[config.mk]
export PLATFORM = sky130hd
export DESIGN_NAME = shape_sequencer
export DESIGN_NICKNAME = d
export VERILOG_FILES = /design/src/gfx_pkg.sv /design/src/shape_sequencer.sv
export SDC_FILE = /design/constraint.sdc
export NUM_CORES = 1
export LEC_CHECK = 0
export BUFFER_PORTS_ARGS = -buffer_cell sky130_fd_sc_hd__buf_2
export CORE_ASPECT_RATIO = 2
export CORE_UTILIZATION = 38
export DETAILED_ROUTE_END_ITERATION = 10
export PLACE_DENSITY = 0.81
export SETUP_SLACK_MARGIN = 0.05
export SKIP_LAST_GASP = 1
export SLEW_MARGIN = 10
export SYNTH_ARGS = -nofsm -noshare
export SYNTH_HDL_FRONTEND = slang
export SYNTH_SLANG_ARGS = --single-unit
[constraint.sdc]
create_clock -name clk_100m -period 1.7 [get_ports clk_100m]
set_input_delay 0.425 -clock clk_100m [delete_from_list [all_inputs] [get_ports clk_100m]]
set_output_delay 0.425 -clock clk_100m [all_outputs]
set_load 0.1 [all_outputs]
[src/gfx_pkg.sv]
// shared types, display timing, palette and shape table for the triangle renderer
// modules pull these in with a wildcard import in their header
package gfx_pkg;

    typedef logic signed [15:0] coord_t;    // screen coordinate
    typedef logic [3:0]         cidx_t;     // colour index
    typedef logic [3:0]         chan_t;     // colour channel
    typedef logic [11:0]        fb_addr_t;  // framebuffer address

    localparam int FB_WIDTH  = 64;
    localparam int FB_HEIGHT = 36;

    localparam int H_ACTIVE = 64;
    localparam int H_FRONT  = 4;
    localparam int H_SYNC   = 8;
    localparam int H_BACK   = 8;
    localparam int H_TOTAL  = H_ACTIVE + H_FRONT + H_SYNC + H_BACK;  // 84

    localparam int V_ACTIVE = 36;
    localparam int V_FRONT  = 2;
    localparam int V_SYNC   = 2;
    localparam int V_BACK   = 4;
    localparam int V_TOTAL  = V_ACTIVE + V_FRONT + V_SYNC + V_BACK;  // 44

    localparam int SHAPE_CNT = 3;

    // three vertices per shape
    localparam coord_t SHAPE_VX [0:SHAPE_CNT-1][0:2] = '{'{12, 56, 32}, '{14, 44, 34}, '{4, 12, 19}};
    localparam coord_t SHAPE_VY [0:SHAPE_CNT-1][0:2] = '{'{4, 16, 32}, '{32, 18, 2}, '{7, 30, 19}};
    localparam cidx_t SHAPE_CIDX [0:SHAPE_CNT-1] = '{4'h9, 4'hC, 4'h2};  // orange, blue, purple

    // 12-bit rgb, index 0 is the background
    localparam logic [11:0] PALETTE [0:15] = '{
        12'h000, 12'h225, 12'h725, 12'h085, 12'hA53, 12'h655, 12'hCCC, 12'hFFE,
        12'hF05, 12'hFA0, 12'hFF2, 12'h0E3, 12'h3AF, 12'h879, 12'hF7B, 12'hFCA
    };

endpackage

[src/shape_sequencer.sv]
// feeds the shape table to the triangle drawer, one shape after another
// starts on the first frame pulse after reset and then holds all_done
`timescale 1ns/1ps

module shape_sequencer
    import gfx_pkg::*;
(
    input  logic   clk_100m,
    input  logic   arst_n,
    input  logic   frame,
    input  logic   tri_done,
    output logic   tri_start,
    output coord_t x0,
    output coord_t y0,
    output coord_t x1,
    output coord_t y1,
    output coord_t x2,
    output coord_t y2,
    output cidx_t  cidx,
    output logic   all_done
);

    typedef enum logic [1:0] {IDLE, INIT, DRAW, DONE} state_t;
    state_t state;

    logic [1:0] shape_id;

    assign all_done = (state == DONE);

    always_ff @(posedge clk_100m or negedge arst_n) begin
        if (!arst_n) begin
            state     <= IDLE;
            shape_id  <= 2'd0;
            tri_start <= 1'b0;
        end else begin
            tri_start <= 1'b0;
            case (state)
                IDLE: if (frame) state <= INIT;
                INIT: begin
                    tri_start <= 1'b1;
                    state     <= DRAW;
                end
                DRAW: begin
                    if (tri_done) begin
                        if (shape_id == 2'(SHAPE_CNT - 1)) begin
                            state <= DONE;
                        end else begin
                            shape_id <= shape_id + 2'd1;
                            state    <= INIT;
                        end
                    end
                end
                default: state <= DONE;  // no restart
            endcase
        end
    end

    // shape payload, held until the next INIT
    always_ff @(posedge clk_100m) begin
        if (state == INIT) begin
            x0   <= SHAPE_VX[shape_id][0];
            y0   <= SHAPE_VY[shape_id][0];
            x1   <= SHAPE_VX[shape_id][1];
            y1   <= SHAPE_VY[shape_id][1];
            x2   <= SHAPE_VX[shape_id][2];
            y2   <= SHAPE_VY[shape_id][2];
            cidx <= SHAPE_CIDX[shape_id];
        end
    end

endmodule

# Word-level counts from Yosys, hierarchy flattened
# Index checks and enable logic that the tools add are counted.
# totals
output_inout_bits	102
wordCells	37
regBits	105
# op_classes
bitwise_logic	2
n_mux	14
reduce_logical	3
eq_ne	6
add_sub_neg	1
order_cmp	1
# ops
operator	count
binary-select mux 48 bit (select 2 bit)	2
2-to-1 mux 48 bit	4
binary-select mux 4 bit (select 2 bit)	1
2-to-1 mux 4 bit	2
== test 2 bit (second input constant)	3
2-to-1 mux 2 bit	3
one-hot mux 2 bit (3 select lines)	1
!= test 2 bit (second input constant)	2
>= comparator 3 bit (second input constant)	1
inverter 2 -> 3 bit	1
AND reduction 3 bit	1
adder 2 x 1 -> 2 bit (second input constant)	1
== test 2 x 1 -> 1 bit (second input constant)	1
zero test 2 bit	1
AND reduction 2 bit	1
2-to-1 mux 1 bit	1
inverter 1 bit	1

# Depth between registers and ports, before layout
# Gate-level depths: netlist of run 1.
# depth
depth_word	4
mapped_depth	4
ltp_nobuf	4

# Worst setup path before layout of run 1
# OpenSTA, ideal clock, no wires.
# synth_timing
path_type	reg-to-output
startpoint	reg, netlist name y1[3]
endpoint	out x2[0]
t_required_ps	1275
path_stages_with_launch	2
t_arrival_ps	1465
setup_slack_ps	-190
path_cell_list	edfxtp_1 buf_4
# synth_rtl
item	line	source
end, declared	shape_sequencer.sv:17	output coord_t x2,

==> reports/results.ini, run 1 <==
[synthesis]
synthMuxAreaShare=0.0126
syn_area_um2=1190
ys_seq_elements=12
synth_top_family_by_area=buffers and inverters
synth_xor_area_frac=0.00736
synth_compound_area_frac=0.0158
synthCells=124
synth_top_area_cell=buf_4
yosysUniqueCellTypes=15
yosys.area_share.adder=0.0421
synthDominantCellAreaShare=0.587
ys_warn_count=0
synthSimpleGateAreaFrac=0.0410
ys_seq_area_frac=0.282
synthTopCellsByArea=buf_4 (59%), edfxtp_1 (18%), dfrtp_1 (11%)
syn_avg_cell_area_um2=9.60

[sta]
holdWs_ns=0.446
fin_crit_sh=0.938
rsz0062_at_grt=true
finalHoldViolCount=0
fin_skew_ns=0.00293
slew_violations=0
max_freq_mhz=627
setup_viol=0
min_period_ns=1.59

[setup_path]
worst_path_largest_cell_delay_ns=0.47
worstSetupStartpoint=y1[3]
reg2reg_to=shape_id[1]
cp-end-kind=output pin
crit_slowest_cell=buf_2
path_cells=buf_2
critical_path_arrival_ns=1.17
path_buf_inv=1
endpoint=cidx[1]
critPathTopFamily=buffers and inverters
cp-start-kind=flop
rr_worst_depth=4
worstSetupPathType=reg2out
cp_num_cells=1
r2r_start=shape_id[0]
critPathRequiredTime_ns=1.27
r2r_slack_ns=0.23
path_max_fanout=9

[finish]
final_cell_mix=conb_1 (73), buf_2 (31), edfxtp_1 (7), dfrtp_1 (5), ha_1 (4)
n_antenna_cell=0
syn2layout_area_growth_pct=-12.8
layout_commonest_cell=conb_1
instances_no_fill=171
drive_gt1_frac=0.291
nets=150

[detailed_routing]
vias=554
drt_wl_total_mm=1.30
post_drt_via_cell_ratio=3.24
wire_per_inst_um=7.57
drc=0
drt_iter0_drc=8
dr.pass1.iters=3
antenna_left=0

[place]
dp_hpwl_mm=1.11
gp_congestion=0.674
numPortBuffers=32
placed_cells=166

[flow_run]
cap_viol_max_count=0

[global_route]
grt_max_degree=10
first_global_vias=386
gr-total-overflow=0
grt_pass1_wl_mm=1.79
antenna_found_initial=0
grt_use_total=0.0752

[cts]
clockBufferDepth=2
clk_pin_slew_ns=0.05
htree_levels=1
cts_root_buffer=clkbuf_8
clock-sinks=12
clock_latency_ns=0.24
cts_buffers=3
cts_tree=yes
ctsResizeCount=0

[floorplanning]
die_height_um=81.1
ioPinCount=106
die_area_um2=3370
initial_core_util=0.400
core_area_um2=2980
fp.dieW_um=41.6
rows=28

[worst_hold_path]
hold_path.class=in2reg

[outcome]
run_status=finished, final reports clean

[worst min-delay path by stage]
stage	startpoint	end	slack [ns]	cells after the start
2_1_floorplan	arst_n	shape_id[0]	0.13	0
3_3_place_gp	arst_n	shape_id[0]	0.24	1
3_5_place_dp	arst_n	shape_id[1]	0.24	1
4_1_cts	frame	state[0]	0.45	3
5_1_grt	frame	state[0]	0.45	3
6_report	frame	state[0]	0.45	3
[cell type report]
cell class	count	area [µm²]
clock buffer	4	45.0
fill	310	1940
multi-input combinational	88	415
timing repair buffer	34	193
tap	30	37.5
inverter	3	11.3
sequential	12	335
[cells by family after synthesis]
logic type	after synthesis
adders and majority gates	4
and+or+nand+nor	6
DFF	12
xor gates and xnor gates	1
AOI/OAI and AO/OA	3
buffers and inverters	96
muxes	1
other	1
[flip-flops by register name, summed over array words and instances (netlist names)]
name       flops
cidx           2
shape_id       2
state          2
tri_start      1
x1             1
y0             1
y1             2
y2             1
[cell usage after synthesis (all sizes together)]
cell    instances
a21o            1
ha              4
and2            1
o21ai           2
edfxtp          7
dfrtp           5
buf            93
nor2b           1
conb            1
nand2b          2
and4bb          1
mux2            1
or2             1
inv             3
xnor2           1
[timing repair]
action	in CTS	in global routing
setup endpoints to repair	0	9
hold endpoints to repair	5	0
hold buffers	1	0
buffers inserted	0	0
[routing by layer]
layer | share of wire | routed length (µm) | up-vias | global-route usage
met1 | 0.31 | 407 | 244 | 0.0693
met3 | 0.10 | 130 | 3 | 0.0200
met4 | 0.022 | 29 | 0 | 0.0677
met2 | 0.56 | 728 | 57 | 0.131
met5 | 0 | 0 | - | 0
li1 | - | - | 250 | -
[per-stage QoR]
stage / utilization / TNS [ns] / setup WS (ns) / cell area [µm²]
global placement: 0.330 / 0 / 0.292 / 982
floorplan: - / -1.99 / -0.190 / 1600
CTS: 0.348 / 0 / 0.0677 / 1040
detailed placement: 0.330 / 0 / 0.216 / 982
global route: 0.348 / 0 / 0.0237 / 1040
finish: 0.348 / 0 / 0.106 / 1040
Power of run 1 is not shown: default switching activity piles up to over one toggle a cycle in this logic, so the estimate is an artifact.
==> run 2, diff against run 1 <==
--- a/config.mk
+++ b/config.mk
@@ -10,6 +10,7 @@
 export CORE_UTILIZATION = 38
 export DETAILED_ROUTE_END_ITERATION = 10
 export PLACE_DENSITY = 0.81
+export RECOVER_POWER = 25
 export SETUP_SLACK_MARGIN = 0.05
 export SKIP_LAST_GASP = 1
 export SLEW_MARGIN = 10
==> constraint.sdc (replaced) <==
create_clock -name clk_100m -period 1.5 [get_ports clk_100m]
set_input_delay 0.375 -clock clk_100m [delete_from_list [all_inputs] [get_ports clk_100m]]
set_output_delay 0.375 -clock clk_100m [all_outputs]
set_load 0.1 [all_outputs]
==> reports/results.ini, run 2 (synthesis results as in run 1) <==
[setup_path]
r2r_slack_ns=0.09  ; was 0.23 ns
path_max_fanout=3  ; was 9
worst_path_largest_cell_delay_ns=0.44  ; was 0.47 ns
path_cells=buf_2  ; unchanged
cp-start-kind=flop  ; unchanged
cp_num_cells=1  ; unchanged
critical_path_arrival_ns=1.04  ; was 1.17 ns
worstSetupPathType=reg2out  ; unchanged
crit_slowest_cell=buf_2  ; unchanged
rr_worst_depth=4  ; unchanged
critPathTopFamily=buffers and inverters  ; unchanged
path_buf_inv=1  ; unchanged
critPathRequiredTime_ns=1.12  ; was 1.27 ns
cp-end-kind=output pin  ; unchanged

[cts]
cts_buffers=3  ; unchanged
cts_root_buffer=clkbuf_8  ; unchanged
clock-sinks=12  ; unchanged
htree_levels=1  ; unchanged
clockBufferDepth=2  ; unchanged
cts_tree=yes  ; unchanged
clock_latency_ns=0.24  ; about the same
clk_pin_slew_ns=0.05  ; about the same

[flow_run]
cap_viol_max_count=0  ; unchanged

[finish]
nets=156  ; was 150
final_cell_mix=conb_1 (73), buf_12 (20), edfxtp_1 (7), clkbuf_4 (7), buf_2 (6)  ; was conb_1 (73), buf_2 (31), edfxtp_1 (7), dfrtp_1 (5), ha_1 (4)
seq_area_um2=335  ; unchanged
n_fill_cell=287  ; was 310
multi_input_area_um2=418  ; was 415 µm²
syn2layout_area_growth_pct=15.5  ; was -12.8%
layout_commonest_cell=conb_1  ; unchanged
drive_gt1_frac=0.306  ; was 0.291
n_antenna_cell=0  ; unchanged

[floorplanning]
fp.dieW_um=41.6  ; unchanged
rows=28  ; unchanged
ioPinCount=106  ; unchanged
die_area_um2=3370  ; unchanged
die_height_um=81.1  ; unchanged
core_area_um2=2980  ; unchanged
initial_core_util=0.400  ; unchanged

[detailed_routing]
vias=590  ; was 554
drt_iter0_drc=2  ; was 8
antenna_left=0  ; unchanged
drt_wl_total_mm=1.49  ; was 1.30 mm
drc=0  ; unchanged
post_drt_via_cell_ratio=3.33  ; was 3.24
wire_per_inst_um=8.43  ; was 7.57 µm
dr.pass1.iters=2  ; was 3

[sta]
fin_skew_ns=0.00137  ; was 0.00293 ns
slew_violations=0  ; unchanged
min_period_ns=1.42
setup_viol=0  ; unchanged
fin_crit_sh=0.946
rsz0062_at_grt=true  ; unchanged
holdWs_ns=0.390  ; was 0.446 ns
setup_tns_ns=0  ; unchanged
max_freq_mhz=704
finalHoldViolCount=0  ; unchanged

[global_route]
gr-total-overflow=0  ; unchanged
first_global_vias=437  ; was 386
grt_pass1_wl_mm=2.15  ; was 1.79 mm
grt_max_degree=10  ; unchanged
grt_use_total=0.0870  ; was 0.0752
antenna_found_initial=0  ; unchanged

[outcome]
run_status=finished, final reports clean  ; unchanged

[place]
dp_hpwl_mm=1.24  ; was 1.11 mm
gp_congestion=0.674  ; about the same
numPortBuffers=32  ; unchanged

[worst_hold_path]
hold_depth=3  ; unchanged
hold_path.class=in2reg  ; unchanged

run 2: what timing repair did:
| item | 4_1_cts | 5_1_grt |
|---|---|---|
| setup endpoints to repair | 5 | 15 |
| resized for setup | 0 | 9 |
| setup buffers | 3 | 2 |
| hold endpoints to repair | 5 | 0 |
| hold buffers | 1 | 0 |
run 2: per-layer routing:
| metal | GRT usage | up-vias | routed length, µm |
|---|---|---|---|
| met5 | 0 | - | 0 |
| met4 | 0.0774 | 0 | 46 |
| met3 | 0.00889 | 5 | 119 |
| met2 | 0.164 | 57 | 945 |
| met1 | 0.0788 | 266 | 381 |
| li1 | - | 262 | - |
run 2: worst paths after layout:
check | to | from
max | y0[5] | cidx[2]
min in group asynchronous | state[1] | arst_n
min reg2reg | state[0] | state[1]
max in group asynchronous | shape_id[1] | arst_n
min | state[0] | frame
max reg2reg | shape_id[1] | shape_id[0]
run 2: final cells by class:
type / instances / share of cell area
clock buffer: 3 / 0.0301
timing repair buffer: 40 / 0.383
multi-input combinational: 88 / 0.304
inverter: 3 / 0.00820
sequential: 12 / 0.244
clock inverter: 1 / 0.00273
tap: 30 / 0.0273
run 2: through the flow:
step / utilization / cell area, µm² / setup slack (ns) / cells
CTS: 0.448 / 1340 / 0.0556 / 175
global route: 0.461 / 1370 / 0.0277 / 177
finish: 0.461 / 1370 / 0.0803 / 177
floorplan: - / 1600 / -0.340 / 196
detailed placement: 0.422 / 1260 / 0.0389 / 167
global placement: 0.422 / 1260 / 0.0844 / 167
Power of run 2 is left out for the same reason.
