$ cat config.mk
export PLATFORM = sky130hd
export DESIGN_NAME = display_timing
export DESIGN_NICKNAME = d
export VERILOG_FILES = /design/src/gfx_pkg.sv /design/src/display_timing.sv
export SDC_FILE = /design/constraint.sdc
export NUM_CORES = 1
export LEC_CHECK = 0
export BUFFER_PORTS_ARGS = -buffer_cell sky130_fd_sc_hd__buf_2
export CORE_MARGIN = 10
export CORE_UTILIZATION = 60
export DETAILED_ROUTE_END_ITERATION = 6
export GPL_ROUTABILITY_DRIVEN = 0
export PLACE_DENSITY = 0.84
export REMOVE_ABC_BUFFERS = 1
export SLEW_MARGIN = 25
export SYNTH_ARGS = -nofsm -noshare
export SYNTH_HDL_FRONTEND = slang
export SYNTH_SLANG_ARGS = --single-unit
$ cat constraint.sdc
create_clock -name clk_100m -period 5 [get_ports clk_100m]
set_input_delay 0.5 -clock clk_100m [delete_from_list [all_inputs] [get_ports clk_100m]]
set_output_delay 0.5 -clock clk_100m [all_outputs]
set_load 0.02 [all_outputs]
$ cat src/gfx_pkg.sv
// shared types, display timing, palette and shape table for the triangle renderer
// modules pull these in with a wildcard import in their header
package gfx_pkg;

    typedef logic signed [15:0] coord_t;    // screen coordinate
    typedef logic [3:0]         cidx_t;     // colour index
    typedef logic [3:0]         chan_t;     // colour channel
    typedef logic [11:0]        fb_addr_t;  // framebuffer address

    localparam int FB_WIDTH  = 64;
    localparam int FB_HEIGHT = 36;

    localparam int H_ACTIVE = 64;
    localparam int H_FRONT  = 4;
    localparam int H_SYNC   = 8;
    localparam int H_BACK   = 8;
    localparam int H_TOTAL  = H_ACTIVE + H_FRONT + H_SYNC + H_BACK;  // 84

    localparam int V_ACTIVE = 36;
    localparam int V_FRONT  = 2;
    localparam int V_SYNC   = 2;
    localparam int V_BACK   = 4;
    localparam int V_TOTAL  = V_ACTIVE + V_FRONT + V_SYNC + V_BACK;  // 44

    localparam int SHAPE_CNT = 3;

    // three vertices per shape
    localparam coord_t SHAPE_VX [0:SHAPE_CNT-1][0:2] = '{'{12, 56, 32}, '{14, 44, 34}, '{4, 12, 19}};
    localparam coord_t SHAPE_VY [0:SHAPE_CNT-1][0:2] = '{'{4, 16, 32}, '{32, 18, 2}, '{7, 30, 19}};
    localparam cidx_t SHAPE_CIDX [0:SHAPE_CNT-1] = '{4'h9, 4'hC, 4'h2};  // orange, blue, purple

    // 12-bit rgb, index 0 is the background
    localparam logic [11:0] PALETTE [0:15] = '{
        12'h000, 12'h225, 12'h725, 12'h085, 12'hA53, 12'h655, 12'hCCC, 12'hFFE,
        12'hF05, 12'hFA0, 12'hFF2, 12'h0E3, 12'h3AF, 12'h879, 12'hF7B, 12'hFCA
    };

endpackage

$ cat src/display_timing.sv
// raster timing for the 64x36 display, active-high syncs
// all outputs are registered from the next counter values so they stay aligned
`timescale 1ns/1ps

module display_timing
    import gfx_pkg::*;
(
    input  logic   clk_100m,
    input  logic   arst_n,
    output coord_t sx,
    output coord_t sy,
    output logic   hsync,
    output logic   vsync,
    output logic   de,
    output logic   frame
);

    localparam int HS_START = H_ACTIVE + H_FRONT;
    localparam int VS_START = V_ACTIVE + V_FRONT;

    coord_t sx_nxt, sy_nxt;

    always_comb begin
        sx_nxt = sx + 1;
        sy_nxt = sy;
        if (sx == H_TOTAL - 1) begin
            sx_nxt = '0;
            sy_nxt = (sy == V_TOTAL - 1) ? coord_t'(0) : coord_t'(sy + 1);
        end
    end

    always_ff @(posedge clk_100m or negedge arst_n) begin
        if (!arst_n) begin
            sx    <= '0;
            sy    <= '0;
            hsync <= 1'b0;
            vsync <= 1'b0;
            de    <= 1'b0;
            frame <= 1'b0;
        end else begin
            sx    <= sx_nxt;
            sy    <= sy_nxt;
            hsync <= (sx_nxt >= HS_START) && (sx_nxt < HS_START + H_SYNC);
            vsync <= (sy_nxt >= VS_START) && (sy_nxt < VS_START + V_SYNC);
            de    <= (sx_nxt < H_ACTIVE) && (sy_nxt < V_ACTIVE);
            frame <= (sx_nxt == 0) && (sy_nxt == 0);  // once per frame
        end
    end

endmodule

Word-level counts from Yosys, hierarchy flattened. Index checks and enable logic that the tools add are counted. Widths: inputs -> output; s select.

Eq/ne operators: 2. Order comparisons: 6. Add/subtract/negate cells: 2. Reduce and logical (&&, ||, !) cells: 6. Muxes and demuxes: 3.

Operators with widths (count): $logic_not 32->1 (2); $mux 16 (3); $add 16x2->16 const B (2); $lt 16x7->1 const B (2); $lt 16x8->1 const B (2); $eq 16x7->1 const B (1); $eq 16x8->1 const B (1); $ge 16x7->1 const B (1); $ge 16x8->1 const B (1); $logic_and 1x1->1 (4).

Logic and storage cells: 25. Flip-flop bits (word level): 36. Output and inout port bits: 36. Bits of input ports: 2.

Longest topological paths before layout. Gate-level depths: netlist of the first run.

Depth in word-level cells: 5. Mapped depth: 9. Gate-level depth less buffers: 8.

Least setup slack after synthesis of the first run. Ideal clock, no wire load.

Path kind: register to register. From: register sy[0]. To: register frame. Setup time: 68 ps. Path buffers: 0. Cell stages (with the launch flop): 9. Setup slack: 2686 ps. Required time: 4932 ps. Arrival time: 2246 ps. Clock period less this slack: 2314 ps. Cell sequence: dfrtp_1 > ha_1 > nand3_2 > or4_4 > nand2b_1 > a21boi_0 > a2111oi_4 > nor3b_2 > and4_1.

Longest elaborated chain between the ends: 5. Elaborated cells on any way between the ends: 6. Classes of those cells: add/sub (1); eq/ne (1); mux (2); reduce/logical (2).

Ends and longest elaborated chain: start: declaration (RTL line display_timing.sv:11) `output coord_t sy,`; start signal: assignment (RTL line display_timing.sv:42) `sy <= sy_nxt;`; $add 16x2->16 or $eq 16x7->1 (tied branches) (RTL line display_timing.sv:28) `sy_nxt = (sy == V_TOTAL - 1) ? coord_t'(0) : coord_t'(sy + 1);`; $mux 16 (RTL line display_timing.sv:28); $mux 16 * (RTL line display_timing.sv:26) `if (sx == H_TOTAL - 1) begin`; $logic_not 32->1 * (RTL line display_timing.sv:46) `frame <= (sx_nxt == 0) && (sy_nxt == 0);`; $logic_and 1x1->1 * (RTL line display_timing.sv:46); end signal: assignment (RTL line display_timing.sv:46); end: declaration (RTL line display_timing.sv:15) `output logic frame`.

Every way passes the cells marked *; elsewhere a longest branch is shown, timed or not.

Worst setup path after layout of the first run.
From: register sx[0]. To: register frame.

Longest elaborated chain between the ends: 4. Elaborated cells on any way between the ends: 7. Classes of those cells: add/sub (1); eq/ne (1); mux (2); reduce/logical (3).

Ends and longest elaborated chain: start: declaration (RTL line display_timing.sv:10) `output coord_t sx,`; start signal: assignment (RTL line display_timing.sv:41) `sx <= sx_nxt;`; $add 16x2->16 or $eq 16x8->1 (tied branches) (RTL line display_timing.sv:24, display_timing.sv:26); $mux 16 (RTL line display_timing.sv:26); $logic_not 32->1 (RTL line display_timing.sv:46); $logic_and 1x1->1 * (RTL line display_timing.sv:46).

Marks and branches as above.

==> results.py, run 1 <==
metrics = {
    "sta": {
        "tightestPinTransition_ns": 0.7959,
        "setup_violations": 0,
        "period_needed_ns": 2.522,
        "maxSlewHeadroom_pct": 46.94,
        "skew_ns": 0.01070,
        "maxSlewViolCount": 0,
        "max_freq_mhz": 396.5,
        "setup_tns_ns": 0,
        "setup_slack_ns": 2.478,
        "rsz0062_at_grt": "no",
        "whs_ns": 0.2101,
        "period_share_pct": 50.44,
        "hold_viol": 0,
    },
    "setup_path": {
        "cp_max_fo": 14,
        "worstSetupPathType": "reg -> reg",
        "cp-end-kind": "flop",
        "required_ns": 5.30,
        "startpoint_type": "flop",
        "arrival_ns": 2.83,
        "r2r_cells": 8,
        "r2r_slack_ns": 2.48,
    },
    "routing": {
        "drt_pass1_iterations": 7,
        "routed_wl_mm": 5.282,
        "wl_per_cell_um": 17.15,
        "avgViaCountPerCell": 6.127,
        "drcViolationCount": 4,
        "num_vias": 1887,
        "drt_iter0_markers": 191,
        "drtAntennaViolNets": 0,
    },
    "power": {
        "power_leakage_nw": 1.196,
        "power-per-cell-area_nw_per_um2": 190.9,
        "peakVddDrop_v": 0.0002049,
        "total_power_mw": 0.4665,
    },
    "floorplanning": {
        "die_h_um": 80.33,
        "fp-row-count": 21,
        "ios": 38,
        "dieArea_um2": 6452,
        "dieWidth_um": 80.33,
        "coreArea_um2": 3416,
        "start_util_pct": 63.92,
    },
    "grt": {
        "grt_pass1_vias": 1783,
        "grt_pass1_wl_mm": 8.790,
        "grt_antenna_before_repair": 0,
        "overflow": 0,
        "grt_usage_pct": 17.08,
        "grt_max_degree": 37,
    },
    "clock_tree": {
        "clkTransAtPathRegs_ns": 0.12,
        "cts_num_sinks": 36,
        "clock_latency_ns": 0.36,
        "cts_resized": 0,
        "clk_path_buf_depth": 2,
        "hold_buffers": 0,
        "htreeDepth": 2,
        "cts_root_buf": "clkbuf_4",
        "post_cts_buffers": 0,
        "cts_tree": "yes",
        "numCtsBuffers": 5,
    },
    "status": {
        "status": "finished, violations left",
        "failed_checks": "DRC",
    },
    "synthesis": {
        "netlist_area_um2": 2183,
        "synth_edf_count": 0,
        "syn_area_per_cell_um2": 9.704,
        "synth-warning-count": 0,
        "synthCells": 225,
        "ys_seq_elements": 36,
        "synth-async-reset-ratio_pct": 100.0,
        "synth_ff_type": "dfrtp_1",
        "seq_area_frac_synth_pct": 41.26,
        "netlist-cell-type-count": 54,
    },
    "final_layout": {
        "n_antenna_cell": 0,
        "final_cell_mix": "buf_2, dfrtp_1, nand2_1",
        "fill_cells": 279,
        "layout.cells.non_filler": 308,
        "final_common_cell": "buf_2",
        "fin_util_pct": 71.54,
        "drive_gt1_share_pct": 24.43,
        "synthToLayoutAreaGrowth_pct": 11.92,
        "final_nets": 265,
        "stdcell_area_um2": 2444,
    },
    "placement": {
        "post-place-ws_ns": 2.529,
        "port_buffers": 37,
        "place_inst": 300,
        "place_area_um2": 2382,
        "hpwl_mm": 3.932,
    },
    "run": {
        "maxCapViolCount": 0,
    },
    "worst_hold_path": {
        "hp-class": "in -> async",
    },
}
-- state kept, by name, indices dropped and copies added, names as in the netlist --
signal and count:
de 1, frame 1, hsync 1, sx 16, sy 16, vsync 1
-- where the power goes --
part | leakage, nW | switching, mW | internal (mW)
Sequential | 0.483 | 0 | 0.291
Clock | 0.0380 | 0.103 | 0.0669
Combinational | 0.675 | 0.00542 | 0.000282
Total | 1.20 | 0.108 | 0.358
-- worst max-delay path, stage by stage (launching register included) --
cell,delay (ns)
dfrtp_1,0.43
ha_1,0.28
and4bb_1,0.30
and4_4,0.36
and4_1,0.25
nor2b_1,0.08
a2111oi_4,0.27
nor3b_2,0.28
and4_1,0.21
-- final timing paths --
path	start	end
max	sx[0]$_DFF_PN0_	frame$_DFF_PN0_
max in group asynchronous	arst_n	sx[10]$_DFF_PN0_
min reg2reg	sx[0]$_DFF_PN0_	sx[0]$_DFF_PN0_
min in group clk_100m	sx[0]$_DFF_PN0_	sx[0]$_DFF_PN0_
min	arst_n	sy[0]$_DFF_PN0_
max reg2reg	sx[0]$_DFF_PN0_	frame$_DFF_PN0_
-- logic make-up (layout without fill, tap and decap cells) --
kind of cell / after synthesis / count (layout) / share of synthesized area [%]
xor+xnor: 21 / 21 / 8.424
simple gates: 107 / 107 / 32.66
fa+ha+maj: 2 / 2 / 1.146
compound gates: 36 / 36 / 11.92
buf+inv: 23 / 60 / 4.584
flops: 36 / 36 / 41.26
-- cell usage after synthesis (all sizes together), types with 2 or more instances --
library cell,number,share of area [%]
dfrtp,36,41
nand2,19,3.3
nor2,17,2.9
inv,15,2.6
nand3,13,3.4
o21ai,12,2.8
nor4,11,4.1
xor2,11,4.4
xnor2,10,4.0
nand4,8,3.6
nor3,8,2.9
a21oi,6,1.7
and4,5,2.1
buf,5,1.4
nor4b,5,2.7
o31ai,5,1.7
a31oi,4,1.4
and3,4,1.1
nor3b,4,1.6
clkbuf,3,0.57
a22oi,2,0.69
and4bb,2,1.1
ha,2,1.1
nor2b,2,0.57
or2,2,0.57
-- final cells by class --
class | instances | area (µm²) | area share (%)
repair buffers | 37 | 185.2 | 7.578
inverters | 15 | 56.30 | 2.304
clock buffers | 6 | 51.30 | 2.099
clock inverters | 2 | 10.01 | 0.4096
well taps | 46 | 57.56 | 2.355
multi-input cells | 166 | 1182 | 48.39
flip-flops and latches | 36 | 900.9 | 36.87
-- routing by layer --
| layer | track usage, % | vias up | part of all wire (%) |
|---|---|---|---|
| li1 | - | 887 | - |
| met1 | 20.72 | 885 | 42 |
| met2 | 27.53 | 102 | 47 |
| met3 | 5.679 | 13 | 9.8 |
| met4 | 6.162 | 0 | 1.9 |
| met5 | 0 | - | 0 |
(Power assumes the default switching activity.)
==> run 2, diff against run 1 <==
--- a/config.mk
+++ b/config.mk
@@ -7,10 +7,10 @@
 export LEC_CHECK = 0
 export BUFFER_PORTS_ARGS = -buffer_cell sky130_fd_sc_hd__buf_2
 export CORE_MARGIN = 10
-export CORE_UTILIZATION = 60
+export CORE_UTILIZATION = 50
 export DETAILED_ROUTE_END_ITERATION = 6
 export GPL_ROUTABILITY_DRIVEN = 0
-export PLACE_DENSITY = 0.84
+export PLACE_DENSITY = 0.74
 export REMOVE_ABC_BUFFERS = 1
 export SLEW_MARGIN = 25
 export SYNTH_ARGS = -nofsm -noshare
==> constraint.sdc (replaced) <==
create_clock -name clk_100m -period 2.13 [get_ports clk_100m]
set_input_delay 0.213 -clock clk_100m [delete_from_list [all_inputs] [get_ports clk_100m]]
set_output_delay 0.213 -clock clk_100m [all_outputs]
set_load 0.02 [all_outputs]
==> run 2 against run 1 <==
Sequential power is 130% higher. Clock-buffer cell count is the same. Clock skew shrank 0.0029 ns. Largest power group unchanged. Flip-flop and latch count unchanged. The flow finishes with violations (hold timing, setup timing). Power grew to 2.8 times the previous value. Die area rose by 15%.
==> results.py, run 2 (synthesis results as in run 1) <==
metrics = {
    "sta": {
        "setup_slack_ns": -0.1708,
        "maxSlewHeadroom_pct": 46.03,
        "setup_tns_ns": -0.5103,
        "period_needed_ns": 2.301,
        "maxSlewViolCount": 0,
        "skew_ns": 0.007788,
        "tightestPinTransition_ns": 0.8095,
        "max_freq_mhz": 434.6,
        "whs_ns": -0.0007327,
        "rsz0062_at_grt": "yes",
        "setup_violations": 4,
        "period_share_pct": 108.0,
        "hold_viol": 1,
    },
    "grt": {
        "grt_pass1_wl_mm": 11.78,
        "grt_max_degree": 37,
        "met1_usage_pct": 23.70,
        "grt_antenna_before_repair": 0,
        "grt.busiest_layer": "met2",
        "grt_pass1_vias": 2358,
        "grt_usage_pct": 19.47,
        "met2_usage_pct": 32.66,
        "overflow": 0,
        "use_met3_pct": 5.676,
    },
    "clock_tree": {
        "hold_buffers": 0,
        "clock_latency_ns": 0.30,
        "cts_root_buf": "clkbuf_8",
        "clk_path_buf_depth": 2,
        "cts_num_sinks": 36,
        "cts_tree": "yes",
        "htreeDepth": 2,
        "clkTransAtPathRegs_ns": 0.08,
        "numCtsBuffers": 5,
    },
    "run": {
        "maxCapViolCount": 0,
    },
    "placement": {
        "hpwl_mm": 4.977,
        "post-place-ws_ns": -0.2320,
        "port_buffers": 37,
    },
    "final_layout": {
        "synthToLayoutAreaGrowth_pct": 53.12,
        "top_regs": "sx x16, sy x16",
        "fin_util_pct": 81.24,
        "drive_gt1_share_pct": 51.70,
        "final_common_cell": "buf_4",
        "multi_input_area_um2": 1346,
        "final_nets": 355,
        "final_cell_mix": "buf_4, buf_2, dfrtp_1",
        "n_antenna_cell": 0,
        "seqCellArea_um2": 909.6,
        "fill_cells": 256,
    },
    "routing": {
        "drt_pass1_iterations": 5,
        "routed_wl_mm": 7.543,
        "drtAntennaViolNets": 0,
        "avgViaCountPerCell": 5.940,
        "wl_per_cell_um": 18.76,
        "drt_iter0_markers": 294,
        "num_vias": 2388,
        "drcViolationCount": 0,
    },
    "setup_path": {
        "arrival_ns": 2.49,
        "startpoint_type": "flop",
        "required_ns": 2.32,
        "cp_max_fo": 8,
        "worstSetupPathType": "reg -> reg",
        "cp-end-kind": "flop",
        "r2r_cells": 7,
    },
    "floorplanning": {
        "die_h_um": 86.08,
        "ios": 38,
        "fp-row-count": 23,
        "coreArea_um2": 4115,
        "dieArea_um2": 7410,
        "dieWidth_um": 86.08,
        "start_util_pct": 53.06,
    },
    "power": {
        "power-per-cell-area_nw_per_um2": 390.0,
        "power_leakage_nw": 1.724,
        "peakVddDrop_v": 0.0004840,
    },
    "worst_hold_path": {
        "hp-class": "in -> async",
    },
    "status": {
        "failed_checks": "hold timing, setup timing",
        "status": "finished, violations left",
    },
}
==> run 2: changes by cell type in the layout (fill, tap and decap cells not counted), sizes merged <==
cell    delta
bufinv     +1
buf       +89
and4       +1
clkinv     -1
==> run 2: through the flow <==
stage               area [µm²]  total power, mW  std cells
floorplan                 2140           0.6966        217
global placement          2905           0.7109        373
detailed placement        2905           0.7113        373
CTS                       3181            1.308        395
global route              3343            1.341        402
finish                    3343            1.304        402
==> run 2: final timing paths <==
path,startpoint,endpoint,slack (ns)
min in group clk_100m,sy[10]$_DFF_PN0_,sy[10]$_DFF_PN0_,0.62
worst max-delay path,sy[5]$_DFF_PN0_,de$_DFF_PN0_,-0.17
worst max register to register,sy[5]$_DFF_PN0_,de$_DFF_PN0_,-0.17
worst min-delay path,arst_n,sy[2]$_DFF_PN0_,-0.0007
max in group asynchronous,arst_n,sx[11]$_DFF_PN0_,1.56
worst min register to register,sy[10]$_DFF_PN0_,sy[10]$_DFF_PN0_,0.62
==> run 2: metal layers <==
layer  vias up  routed length, µm
met5         -                  0
met4         0                209
met3        33                630
met2       141               3746
met1      1140               2956
li1       1074                  -
==> run 2: what timing repair did <==
| action | in CTS | in global routing |
|---|---|---|
| pin swaps | 14 | 18 |
| cloned | 1 | 0 |
| hold endpoints to repair | 0 | 0 |
| setup endpoints to repair | 4 | 4 |
| gates resized for setup | 22 | 20 |
| buffers inserted | 13 | 7 |
==> run 2: area by class of cell <==
cell class | instances | area share, %
Clock inverter | 2 | 1.048
Timing Repair Buffer | 126 | 25.75
Multi-Input combinational cell | 167 | 40.27
Tap cell | 50 | 1.871
Sequential cell | 36 | 27.21
Inverter | 15 | 1.684
Clock buffer | 6 | 2.171
==> run 2: worst max-delay path, stage by stage (launching register included) <==
cell and delay, ns:
dfrtp_1 0.52, nand3_2 0.23, nor4_1 0.60, a222oi_1 0.15, o21ai_1 0.23, a2111oi_4 0.12, nor4b_2 0.17, o21ba_1 0.17
==> run 2: power breakdown <==
| part | leakage (nW) | internal, mW | switching [mW] |
|---|---|---|---|
| registers | 0.473 | 0.683 | 0 |
| clock network | 0.0552 | 0.348 | 0.260 |
| logic | 1.20 | 0.000662 | 0.0129 |
