==> src/gfx_pkg.sv <==
// shared types, display timing, palette and shape table for the triangle renderer
// modules pull these in with a wildcard import in their header
package gfx_pkg;

    typedef logic signed [15:0] coord_t;    // screen coordinate
    typedef logic [3:0]         cidx_t;     // colour index
    typedef logic [3:0]         chan_t;     // colour channel
    typedef logic [11:0]        fb_addr_t;  // framebuffer address

    localparam int FB_WIDTH  = 64;
    localparam int FB_HEIGHT = 36;

    localparam int H_ACTIVE = 64;
    localparam int H_FRONT  = 4;
    localparam int H_SYNC   = 8;
    localparam int H_BACK   = 8;
    localparam int H_TOTAL  = H_ACTIVE + H_FRONT + H_SYNC + H_BACK;  // 84

    localparam int V_ACTIVE = 36;
    localparam int V_FRONT  = 2;
    localparam int V_SYNC   = 2;
    localparam int V_BACK   = 4;
    localparam int V_TOTAL  = V_ACTIVE + V_FRONT + V_SYNC + V_BACK;  // 44

    localparam int SHAPE_CNT = 3;

    // three vertices per shape
    localparam coord_t SHAPE_VX [0:SHAPE_CNT-1][0:2] = '{'{12, 56, 32}, '{14, 44, 34}, '{4, 12, 19}};
    localparam coord_t SHAPE_VY [0:SHAPE_CNT-1][0:2] = '{'{4, 16, 32}, '{32, 18, 2}, '{7, 30, 19}};
    localparam cidx_t SHAPE_CIDX [0:SHAPE_CNT-1] = '{4'h9, 4'hC, 4'h2};  // orange, blue, purple

    // 12-bit rgb, index 0 is the background
    localparam logic [11:0] PALETTE [0:15] = '{
        12'h000, 12'h225, 12'h725, 12'h085, 12'hA53, 12'h655, 12'hCCC, 12'hFFE,
        12'hF05, 12'hFA0, 12'hFF2, 12'h0E3, 12'h3AF, 12'h879, 12'hF7B, 12'hFCA
    };

endpackage

==> src/draw_line.sv <==
// Bresenham line drawer, one pixel per cycle from (x0,y0) to (x1,y1) inclusive
// pulse start with the endpoints valid; done follows the last pixel by one cycle
`timescale 1ns/1ps

module draw_line
    import gfx_pkg::*;
(
    input  logic   clk_100m,
    input  logic   arst_n,
    input  logic   start,
    input  coord_t x0,
    input  coord_t y0,
    input  coord_t x1,
    input  coord_t y1,
    output coord_t x,
    output coord_t y,
    output logic   drawing,
    output logic   done
);

    typedef enum logic [1:0] {IDLE, INIT, DRAW} state_t;
    state_t state;

    coord_t             x_end, y_end;
    logic signed [16:0] dx, dy, err;       // dy holds minus abs(y1-y0)
    logic signed [16:0] dx_in, dy_in, err_cur;
    logic signed [17:0] e2;
    logic               x_left, y_up;      // step towards smaller x / y
    logic               last_px;

    always_comb begin
        dx_in   = (x1 >= x0) ? x1 - x0 : x0 - x1;
        dy_in   = (y1 >= y0) ? y0 - y1 : y1 - y0;
        err_cur = (state == INIT) ? dx + dy : err;  // error term primed on first pixel
        e2      = err_cur <<< 1;
        last_px = (x == x_end) && (y == y_end);
    end

    assign drawing = (state != IDLE);

    always_ff @(posedge clk_100m or negedge arst_n) begin
        if (!arst_n) begin
            state <= IDLE;
            done  <= 1'b0;
        end else begin
            done <= 1'b0;
            case (state)
                IDLE: if (start) state <= INIT;
                INIT, DRAW: begin
                    if (last_px) begin
                        state <= IDLE;
                        done  <= 1'b1;
                    end else begin
                        state <= DRAW;
                    end
                end
                default: state <= IDLE;
            endcase
        end
    end

    // pixel position and error term
    always_ff @(posedge clk_100m) begin
        if (state == IDLE) begin
            if (start) begin
                x      <= x0;
                y      <= y0;
                x_end  <= x1;
                y_end  <= y1;
                dx     <= dx_in;
                dy     <= dy_in;
                x_left <= (x1 < x0);
                y_up   <= (y1 < y0);
            end
        end else if (!last_px) begin
            if (e2 >= dy) x <= x_left ? x - 1 : x + 1;
            if (e2 <= dx) y <= y_up ? y - 1 : y + 1;
            err <= err_cur + ((e2 >= dy) ? dy : 17'sd0) + ((e2 <= dx) ? dx : 17'sd0);
        end
    end

endmodule

==> src/draw_triangle.sv <==
// triangle outline drawer, edges v0-v1, v1-v2, v2-v0 through one line drawer
// vertices must stay stable from start until done
`timescale 1ns/1ps

module draw_triangle
    import gfx_pkg::*;
(
    input  logic   clk_100m,
    input  logic   arst_n,
    input  logic   start,
    input  coord_t x0,
    input  coord_t y0,
    input  coord_t x1,
    input  coord_t y1,
    input  coord_t x2,
    input  coord_t y2,
    output coord_t x,
    output coord_t y,
    output logic   drawing,
    output logic   done
);

    typedef enum logic [1:0] {IDLE, INIT, DRAW, DONE} state_t;
    state_t state;

    logic [1:0] edge_id;              // current edge 0..2
    logic       line_start, line_done;
    coord_t     lx0, ly0, lx1, ly1;   // current edge endpoints

    assign done = (state == DONE);

    always_ff @(posedge clk_100m or negedge arst_n) begin
        if (!arst_n) begin
            state      <= IDLE;
            edge_id    <= 2'd0;
            line_start <= 1'b0;
        end else begin
            line_start <= 1'b0;
            case (state)
                IDLE: begin
                    edge_id <= 2'd0;
                    if (start) state <= INIT;
                end
                INIT: begin
                    line_start <= 1'b1;
                    state      <= DRAW;
                end
                DRAW: begin
                    if (line_done) begin
                        if (edge_id == 2'd2) begin
                            state <= DONE;
                        end else begin
                            edge_id <= edge_id + 2'd1;
                            state   <= INIT;
                        end
                    end
                end
                default: state <= IDLE;  // DONE lasts one cycle
            endcase
        end
    end

    // endpoint select, registered alongside line_start
    always_ff @(posedge clk_100m) begin
        if (state == INIT) begin
            case (edge_id)
                2'd0: begin
                    lx0 <= x0;
                    ly0 <= y0;
                    lx1 <= x1;
                    ly1 <= y1;
                end
                2'd1: begin
                    lx0 <= x1;
                    ly0 <= y1;
                    lx1 <= x2;
                    ly1 <= y2;
                end
                default: begin
                    lx0 <= x2;
                    ly0 <= y2;
                    lx1 <= x0;
                    ly1 <= y0;
                end
            endcase
        end
    end

    draw_line u_draw_line (
        .clk_100m (clk_100m),
        .arst_n   (arst_n),
        .start    (line_start),
        .x0       (lx0),
        .y0       (ly0),
        .x1       (lx1),
        .y1       (ly1),
        .x        (x),
        .y        (y),
        .drawing  (drawing),
        .done     (line_done)
    );

endmodule

==> config.mk <==
export PLATFORM = sky130hd
export DESIGN_NAME = draw_triangle
export DESIGN_NICKNAME = d
export VERILOG_FILES = /design/src/gfx_pkg.sv /design/src/draw_line.sv /design/src/draw_triangle.sv
export SDC_FILE = /design/constraint.sdc
export NUM_CORES = 1
export LEC_CHECK = 0
export BUFFER_PORTS_ARGS = -buffer_cell sky130_fd_sc_hd__buf_2
export CAP_MARGIN = 25
export CORE_ASPECT_RATIO = 0.8
export CORE_MARGIN = 2
export CORE_UTILIZATION = 62
export DETAILED_ROUTE_END_ITERATION = 8
export PLACE_DENSITY_LB_ADDON = 0.3
export SKIP_LAST_GASP = 1
export SLEW_MARGIN = 20
export SYNTH_ARGS = -nofsm -noshare
export SYNTH_HDL_FRONTEND = slang
export SYNTH_SLANG_ARGS = --single-unit
==> constraint.sdc <==
create_clock -name clk_100m -period 8.7 [get_ports clk_100m]
set_clock_uncertainty 0.2 [all_clocks]
set_input_delay 1.74 -clock clk_100m [delete_from_list [all_inputs] [get_ports clk_100m]]
set_output_delay 1.74 -clock clk_100m [all_outputs]
set_load 0.01 [all_outputs]
Yosys cells after proc, flatten, opt, wreduce, memory -nomap -nowiden
Index checks and enable logic that the tools add are counted.
{"block": "word_totals", "reg_bits": 189, "latch_bits": 0, "ram_bits": 0, "romBits": 0, "inputBits": 99, "out_inout_bits": 34, "elab_cells": 99, "mem_count": 0}
{"block": "op_classes", "n_addsub": 12, "multipliers": 0, "div": 0, "order_cmp": 6, "n_eq_ne": 14, "n_shift": 0, "muxes": 32, "bitwise_logic": 2, "n_reduce_logical": 15}
{"cell": "2-to-1 mux 16 bit", "count": 10}
{"cell": "case mux 16 bit (2 select lines)", "count": 4}
{"cell": "2-to-1 mux 17 bit", "count": 5}
{"cell": "subtractor 16 x 16 -> 17 bit", "count": 4}
{"cell": "adder 17 bit", "count": 3}
{"cell": "adder 16 x 2 -> 16 bit (second input constant)", "count": 2}
{"cell": "equality test 16 bit", "count": 2}
{"cell": "greater-or-equal comparator 16 bit", "count": 2}
{"cell": "< comparator 16 bit", "count": 2}
{"cell": "subtractor 16 x 2 -> 16 bit (second input constant)", "count": 2}
{"cell": "greater-or-equal comparator 18 x 17 -> 1 bit", "count": 1}
{"cell": "less-or-equal comparator 18 x 17 -> 1 bit", "count": 1}
{"cell": "2-to-1 mux 2 bit", "count": 7}
{"cell": "AND reduction 3 bit", "count": 3}
{"cell": "equality test 2 bit (second input constant)", "count": 4}
{"cell": "!= test 2 bit (second input constant)", "count": 4}
{"cell": "case mux 2 bit (2 select lines)", "count": 2}
{"cell": "nonzero test 2 bit", "count": 4}
{"cell": "equality test 2 x 1 -> 1 bit (second input constant)", "count": 3}
{"cell": "zero test 2 bit", "count": 3}
{"cell": "case mux 2 bit (3 select lines)", "count": 1}
{"cell": "AND reduction 2 bit", "count": 3}
{"cell": "2-to-1 mux 1 bit", "count": 3}
{"cell": "adder 2 x 1 -> 2 bit (second input constant)", "count": 1}
{"cell": "other kinds (4)", "count": 5}

Logic depth before layout (Yosys ltp)
Gate-level depths: netlist (run 1).
{"block": "depth", "word_depth": 6, "ltp_mapped": 34}

By module
Synthesis (run 1) repeated with hierarchy kept, for this count alone.
{"block": "unflattened", "hier_cells": 1642, "hier_area_um2": 15548.7}
{"module": "draw_line", "n_inst": 1, "cells_each": 1341, "area_each_um2": 12177.9, "seq_area_each_um2": 3588.4}
{"module": "draw_triangle", "n_inst": 1, "cells_each": 301, "area_each_um2": 3370.7, "seq_area_each_um2": 2047.0}

Worst setup path before layout (run 1)
Ideal clock, no wire load.
{"block": "synth_path", "path_kind": "flip-flop to flip-flop", "start": "reg u_draw_line.dy[0]", "end": "reg u_draw_line.err[16], data pin", "setup_ps": 258, "arrival_ps": 6309, "setup_slack_ps": 1933, "stages_incl_launch_ff": 33, "n_path_buf": 1, "cell_sequence": "edfxtp_1 ha_1 inv_1 fa_1 nor2b_1 o31a_1 o211ai_1 a31oi_1 nand4_1 nand4b_1 a21oi_1 xnor2_1 mux2_2 ha_1 nor4b_1 nand2_1 a21oi_1 a31oi_1 clkbuf_1 nand2_1 fa_1 inv_1 ha_1 a211oi_1 nor2_1 o41ai_1 o2111ai_1 nor3_1 o31ai_1 a21o_1 a21oi_1 xnor2_1 xnor2_1"}
{"block": "synth_between", "elab_chain_cells": 6, "word_cells_on_any_way": 8, "cone_classes": "3 x add/sub; 2 x order compare; 3 x mux"}
{"item": "from (decl)", "line_no": "draw_line.sv:25", "source": "logic signed [16:0] dx, dy, err;"}
{"item": "from (signal assigned)", "line_no": "draw_line.sv:71", "source": "dy <= dy_in;"}
{"item": "adder 17 bit", "line_no": "draw_line.sv:34", "source": "err_cur = (state == INIT) ? dx + dy : err;"}
{"item": "2-to-1 mux 17 bit", "line_no": "draw_line.sv:34"}
{"item": "greater-or-equal comparator 18 x 17 -> 1 bit", "line_no": "draw_line.sv:78", "source": "err <= err_cur + ((e2 >= dy) ? dy : 17'sd0) + ((e2 <= dx) ? dx : 17'sd0);"}
{"item": "2-to-1 mux 17 bit", "line_no": "draw_line.sv:78"}
{"item": "adder 17 bit", "line_no": "draw_line.sv:78"}
{"item": "adder 17 bit (*)", "line_no": "draw_line.sv:78"}
{"item": "to (signal assigned)", "line_no": "draw_line.sv:78"}
{"item": "to (decl)", "line_no": "draw_line.sv:25"}
Every way passes the cells marked *; elsewhere a longest branch is shown, timed or not.
A chain may end at the register's enable or synchronous reset.

Worst setup path after layout (run 1)
Ends and elaborated chain as after synthesis.

==> results of run 1 <==
-- per-layer routing --
metal | GRT usage (%) | wire [um] | vias to the layer above
li1 | - | - | 6036
met1 | 45.3 | 17800 | 5800
met2 | 44.4 | 16200 | 664
met3 | 6.38 | 4260 | 60
met4 | 10.4 | 1090 | 0
met5 | 0 | 0 | -
-- final timing paths --
| check | startpoint | end | slack, ps | cells after the start |
|---|---|---|---|---|
| max reg2reg | u_draw_line.dy[0]$_DFFE_PP_ | u_draw_line.err[16]$_DFFE_PP_ | 950 | 32 |
| max in group asynchronous | arst_n | state[1]$_DFFE_PN0P_ | 7190 | 1 |
| min in group asynchronous | arst_n | u_draw_line.state[0]$_DFFE_PN0P_ | 930 | 1 |
| max | u_draw_line.dy[0]$_DFFE_PP_ | u_draw_line.err[16]$_DFFE_PP_ | 950 | 32 |
| min | state[0]$_DFFE_PN0P_ | state[0]$_DFFE_PN0P_ | 300 | 1 |
| min reg2reg | state[0]$_DFFE_PN0P_ | state[0]$_DFFE_PN0P_ | 300 | 1 |
-- placed cells by master, fill, tap and decap left out, types with 5 or more instances in the layout --
cell,netlist,final
nor4_1,8,8
inv_1,188,188
nor2b_1,21,21
a211oi_1,14,14
o31ai_1,12,12
a21o_1,39,39
nand2_1,250,250
a22oi_1,64,64
inv_6,0,5
ha_1,163,160
buf_2,9,132
xor2_1,58,58
nand3_1,24,24
o211ai_1,5,5
o21bai_1,13,13
a31oi_1,9,9
clkbuf_16,0,17
dfrtp_1,8,8
o21a_1,16,16
mux2_2,18,18
fa_1,24,24
nand4_1,15,15
nand2b_1,26,26
nor2_1,67,65
nor3_1,15,15
and3_1,8,8
o21ai_0,94,94
or3_1,5,5
mux2i_1,13,13
xnor2_1,55,55
buf_4,1,11
a21oi_1,105,105
edfxtp_1,181,181
-- area by class of cell --
type / count / area (um^2)
multi-input combinational: 1218 / 8760
inverter: 189 / 709
fill: 1860 / 7480
clock inverter: 11 / 124
clock buffer: 21 / 440
timing repair buffer: 144 / 763
tap: 318 / 398
sequential: 189 / 5640
-- cell families after synthesis --
group	count (synthesis)	synth area share (%)
multiplexers	32	2.24
AO/OA/AOI/OAI	416	17.8
AND/OR/NAND/NOR	470	14.1
buffers and inverters	246	6.31
adder cells (fa/ha/maj)	187	16.4
flip-flops	189	36.7
XOR/XNOR	113	6.45
-- through the flow --
stage / utilization (%) / worst slack (ps) / cells
final: 69.2 / 949 / 2090
after global routing: 69.2 / 398 / 2090
after CTS: 69.2 / 1060 / 2090
after detailed placement: 66.9 / 1100 / 2058
after global placement: 66.8 / 1360 / 2057
after floorplan: - / 1930 / 1653
-- power groups by stage --
stage | Combinational (uW) | Clock, uW | Sequential [uW]
3_3_place_gp | 4020 | 0 | 1820
2_1_floorplan | 3180 | 0 | 1750
3_5_place_dp | 4220 | 0 | 1820
5_1_grt | 4800 | 818 | 1850
4_1_cts | 4240 | 782 | 1810
6_report | 4300 | 778 | 1820
-- critical path: cells and delay by family (launching register included) --
| kind | cells | cell delay, ps |
|---|---|---|
| fa+ha+maj | 5 | 1830 |
| compound gates | 13 | 2810 |
| buf+inv | 3 | 410 |
| flops | 1 | 400 |
| xor+xnor | 3 | 380 |
| mux | 1 | 310 |
| simple gates | 7 | 1150 |
-- flip-flops by register name, indices dropped and copies added, names as in the netlist --
| name | cells |
|---|---|
| edge_id | 2 |
| line_start | 1 |
| lx0 | 16 |
| lx1 | 16 |
| ly0 | 16 |
| ly1 | 16 |
| state | 2 |
| u_draw_line.done | 1 |
| u_draw_line.dx | 17 |
| u_draw_line.dy | 17 |
| u_draw_line.err | 17 |
| u_draw_line.state | 2 |
| u_draw_line.x | 16 |
| u_draw_line.x_end | 16 |
| u_draw_line.x_left | 1 |
| u_draw_line.y | 16 |
| u_draw_line.y_end | 16 |
| u_draw_line.y_up | 1 |
==> results.toml, run 1 <==
[routing]
first_pass_iters = 5
vias = 12600
drc = 0
avgViaCountPerCell = 6.01
totalWireLength_um = 39300
ant_nets = 0
wl_per_cell_um = 18.8
drtIter0Drc = 1569

[global_route]
grt_max_degree = 68
overflow = 0
grt_pass1_vias = 11400
antenna_found_initial = 0
grt_pass1_wl_um = 61600
grt_usage_pct = 30.5

[hold_path]
hp-class = "flip-flop to flip-flop"

[critical_path]
cp-start-kind = "flip-flop"
critPathSlowestCell = "fa_1"
max_stage_delay_ps = 590
worstSetupPathType = "flip-flop to flip-flop"
worstSetupEndpointType = "flip-flop"
cp_max_fo = 18
cp.required_ps = 8690
arrival_ps = 7740

[placement]
port-buffer-count = 132
placed_cell_area_mm2 = 0.0163
gp_congestion = 0.927
hpwl_um = 30800

[layout]
antennaDiodeCount = 0
area_growth_pct = 9.71
layout-drive-gt1-share_pct = 12.3
final_cell_area_mm2 = 0.0168
nNetsFinal = 2045

[logic_synthesis]
synth_commonest_cells = "250 x nand2_1, 188 x inv_1, 181 x edfxtp_1"
ys_top_cells_by_area = "edfxtp_1 35%, ha_1 13%, nand2_1 6.1%, inv_1 4.6%, a21oi_1 3.4%"
synth-edff-count = 181
yosysSeqAreaShare_pct = 36.7
synth.top_cell.area_share_pct = 35.4
yosys.area.top_type = "edfxtp_1"
yosysMostFrequentCell = "nand2_1"
ys_warn_count = 0
netlist_instances = 1653
ys.flop_type = "edfxtp_1"
synth_cell_type_count = 74
syn_avg_cell_area_um2 = 9.28
synthArstFlopShare_pct = 4.23
synth_seq_cells = 189
synth_area_mm2 = 0.0153
syn_nets = 1939

[floorplan]
pin_count = 133
rows = 51
coreArea_mm2 = 0.0243
die_w_um = 180
die_height_um = 145
start_util_pct = 63.1
die-area_mm2 = 0.0260

[clocking]
clockBufferDepth = 2
h-tree-depth = 4
cts_resized = 0
ctsHoldBuffers = 0
tritoncts.num_buffers = 17
cts_sinks = 189
cts_tree = "built"
clock_latency_ps = 450
post-cts-setup-buffers = 0
clkSlewWorstSetupHoldPaths_ps = 70
clockRootBuffer = "clkbuf_16"

[sta]
final-hold-violation-count = 0
timing.hold.ws_ps = 305
slew_headroom_pct = 44.8
worstMarginPinSlew_ps = 828
fmax_ghz = 0.129
drv_slew = 0
finalSetupTns_ps = 0
post-route-period-util_pct = 89.1
rsz0062_at_grt = "no"
period_needed_ps = 7750
setup_viol = 0

[job]
drv_cap = 0

[pwr]
p_clk_share_pct = 11.3
intPower_uw = 3710
p_total_uw = 6900
seqPwrFrac_pct = 26.4
powerDensity_mw_per_mm2 = 410
ir_drop_mv = 0.200
comb_power_share_pct = 62.3
p_leak_uw = 0.00757
power.share.switching_pct = 46.3
p_sw_uw = 3190

[status]
outcome = "completed"
No activity file was read; power rests on OpenSTA's default activity.
==> run 2, diff against run 1 <==
--- a/config.mk
+++ b/config.mk
@@ -9,9 +9,11 @@
 export CAP_MARGIN = 25
 export CORE_ASPECT_RATIO = 0.8
 export CORE_MARGIN = 2
-export CORE_UTILIZATION = 62
+export CORE_UTILIZATION = 63
+export CTS_BUF_LIST = sky130_fd_sc_hd__clkbuf_8
 export DETAILED_ROUTE_END_ITERATION = 8
 export PLACE_DENSITY_LB_ADDON = 0.3
+export REMOVE_ABC_BUFFERS = 1
 export SKIP_LAST_GASP = 1
 export SLEW_MARGIN = 20
 export SYNTH_ARGS = -nofsm -noshare
==> results.toml, run 2 (synthesis results as in run 1) <==
[critical_path]
cp.required_ps = 8750
reg2reg_to = "u_draw_line.err[16]$_DFFE_PP_"
worstSetupEndpointType = "flip-flop"
crit_family = "compound AO/OA/AOI/OAI gates"
arrival_ps = 7570
cp_max_fo = 18
worstSetupPathType = "flip-flop to flip-flop"
rrSetupSlack_ps = 1180
cp-start-kind = "flip-flop"
critPathSlowestCell = "fa_1"
max_stage_delay_ps = 590
reg2regPathDepth = 32
r2r-start = "u_draw_line.dy[0]$_DFFE_PP_"
critical_path_buf_inv_count = 3

[job]
drv_cap = 0

[hold_path]
hp-start = "state[0]$_DFFE_PN0P_"
whs_path_depth = 1
hp-class = "flip-flop to flip-flop"
min_to = "state[0]$_DFFE_PN0P_"

[routing]
avgViaCountPerCell = 6.07
ant_nets = 0
totalWireLength_um = 39700
wl_per_cell_um = 19.0
first_pass_iters = 6
vias = 12700
drtIter0Drc = 1447
drc = 0

[global_route]
grt_pass1_wl_um = 62000
antenna_found_initial = 0
grt_max_degree = 68
overflow = 0
grt_usage_pct = 31.5
grt_pass1_vias = 11600

[clocking]
cts_tree = "built"
clock_latency_ps = 490
h-tree-depth = 4
clkSlewWorstSetupHoldPaths_ps = 120
ctsHoldBuffers = 0
cts_sinks = 189
clockRootBuffer = "clkbuf_8"
clockBufferDepth = 2
post-cts-setup-buffers = 0
cts_resized = 0
tritoncts.num_buffers = 17

[layout]
layout-drive-gt1-share_pct = 12.5
largest_registers = "u_draw_line.dx x17, u_draw_line.dy x17, u_draw_line.err x17"
antennaDiodeCount = 0
final_cell_mix = "250 x nand2_1, 189 x inv_1, 181 x edfxtp_1, 160 x ha_1, 132 x buf_2"
area_growth_pct = 8.46
mostFrequentLayoutCell = "nand2_1"
nNetsFinal = 2045

[sta]
rsz0062_at_grt = "no"
final-hold-violation-count = 0
drv_slew = 0
finalSetupTns_ps = 0
fin_ws_ps = 1180
slew_headroom_pct = 39.5
fmax_ghz = 0.133
worstMarginPinSlew_ps = 907
period_needed_ps = 7520
setup_viol = 0
post-route-period-util_pct = 86.4

[floorplan]
rows = 51
pin_count = 133
coreArea_mm2 = 0.0241
die_w_um = 178
die_height_um = 144
die-area_mm2 = 0.0256
start_util_pct = 63.6

[placement]
port-buffer-count = 132
hpwl_um = 30700
pre_cts_slack_ps = 1250
gp_congestion = 0.952

[status]
outcome = "completed"

[pwr]
p_leak_uw = 0.00749
ir_drop_mv = 0.198
powerDensity_mw_per_mm2 = 403
==> run 2: metal layers <==
metal | track usage, % | wire (um)
met1 | 48.5 | 18500
met2 | 46.3 | 17000
met3 | 6.03 | 3650
met4 | 5.82 | 546
met5 | 0 | 0
==> run 2: cell type report <==
type	instances	area [um^2]
clock buffers	17	234
inverters	189	709
flip-flops and latches	189	5640
well taps	318	398
multi-input cells	1218	8760
fillers	1867	7480
clock inverters	15	150
repair buffers	144	751
==> run 2: worst max path at each step <==
| stage | startpoint | cells after the start | slack (ps) | endpoint |
|---|---|---|---|---|
| global route | u_draw_line.dy[0]$_DFFE_PP_ | 34 | 660 | u_draw_line.err[15]$_DFFE_PP_ |
| floorplan | u_draw_line.dy[1]$_DFFE_PP_ | 29 | 1770 | u_draw_line.err[16]$_DFFE_PP_ |
| detailed placement | u_draw_line.dy[0]$_DFFE_PP_ | 32 | 1250 | u_draw_line.err[16]$_DFFE_PP_ |
| finish | u_draw_line.dy[0]$_DFFE_PP_ | 32 | 1180 | u_draw_line.err[16]$_DFFE_PP_ |
| CTS | u_draw_line.dy[0]$_DFFE_PP_ | 32 | 1220 | u_draw_line.err[16]$_DFFE_PP_ |
| global placement | u_draw_line.dy[0]$_DFFE_PP_ | 32 | 1380 | u_draw_line.err[16]$_DFFE_PP_ |
==> run 2: power by group <==
group	switching, uW	internal (uW)
Combinational	2540	1760
Sequential	271	1550
Clock	369	213
==> run 2: stage by stage <==
stage               cell area [um^2]  utilization, %  total power, uW  hold slack (ps)  instances
floorplan                      15100               -             4890              240       1596
global placement               16300            67.4             5870              263       2058
detailed placement             16300            67.4             6060              263       2058
CTS                            16600            69.0             6640              279       2090
global route                   16600            69.0             7270              316       2090
finish                         16600            69.0             6700              278       2090
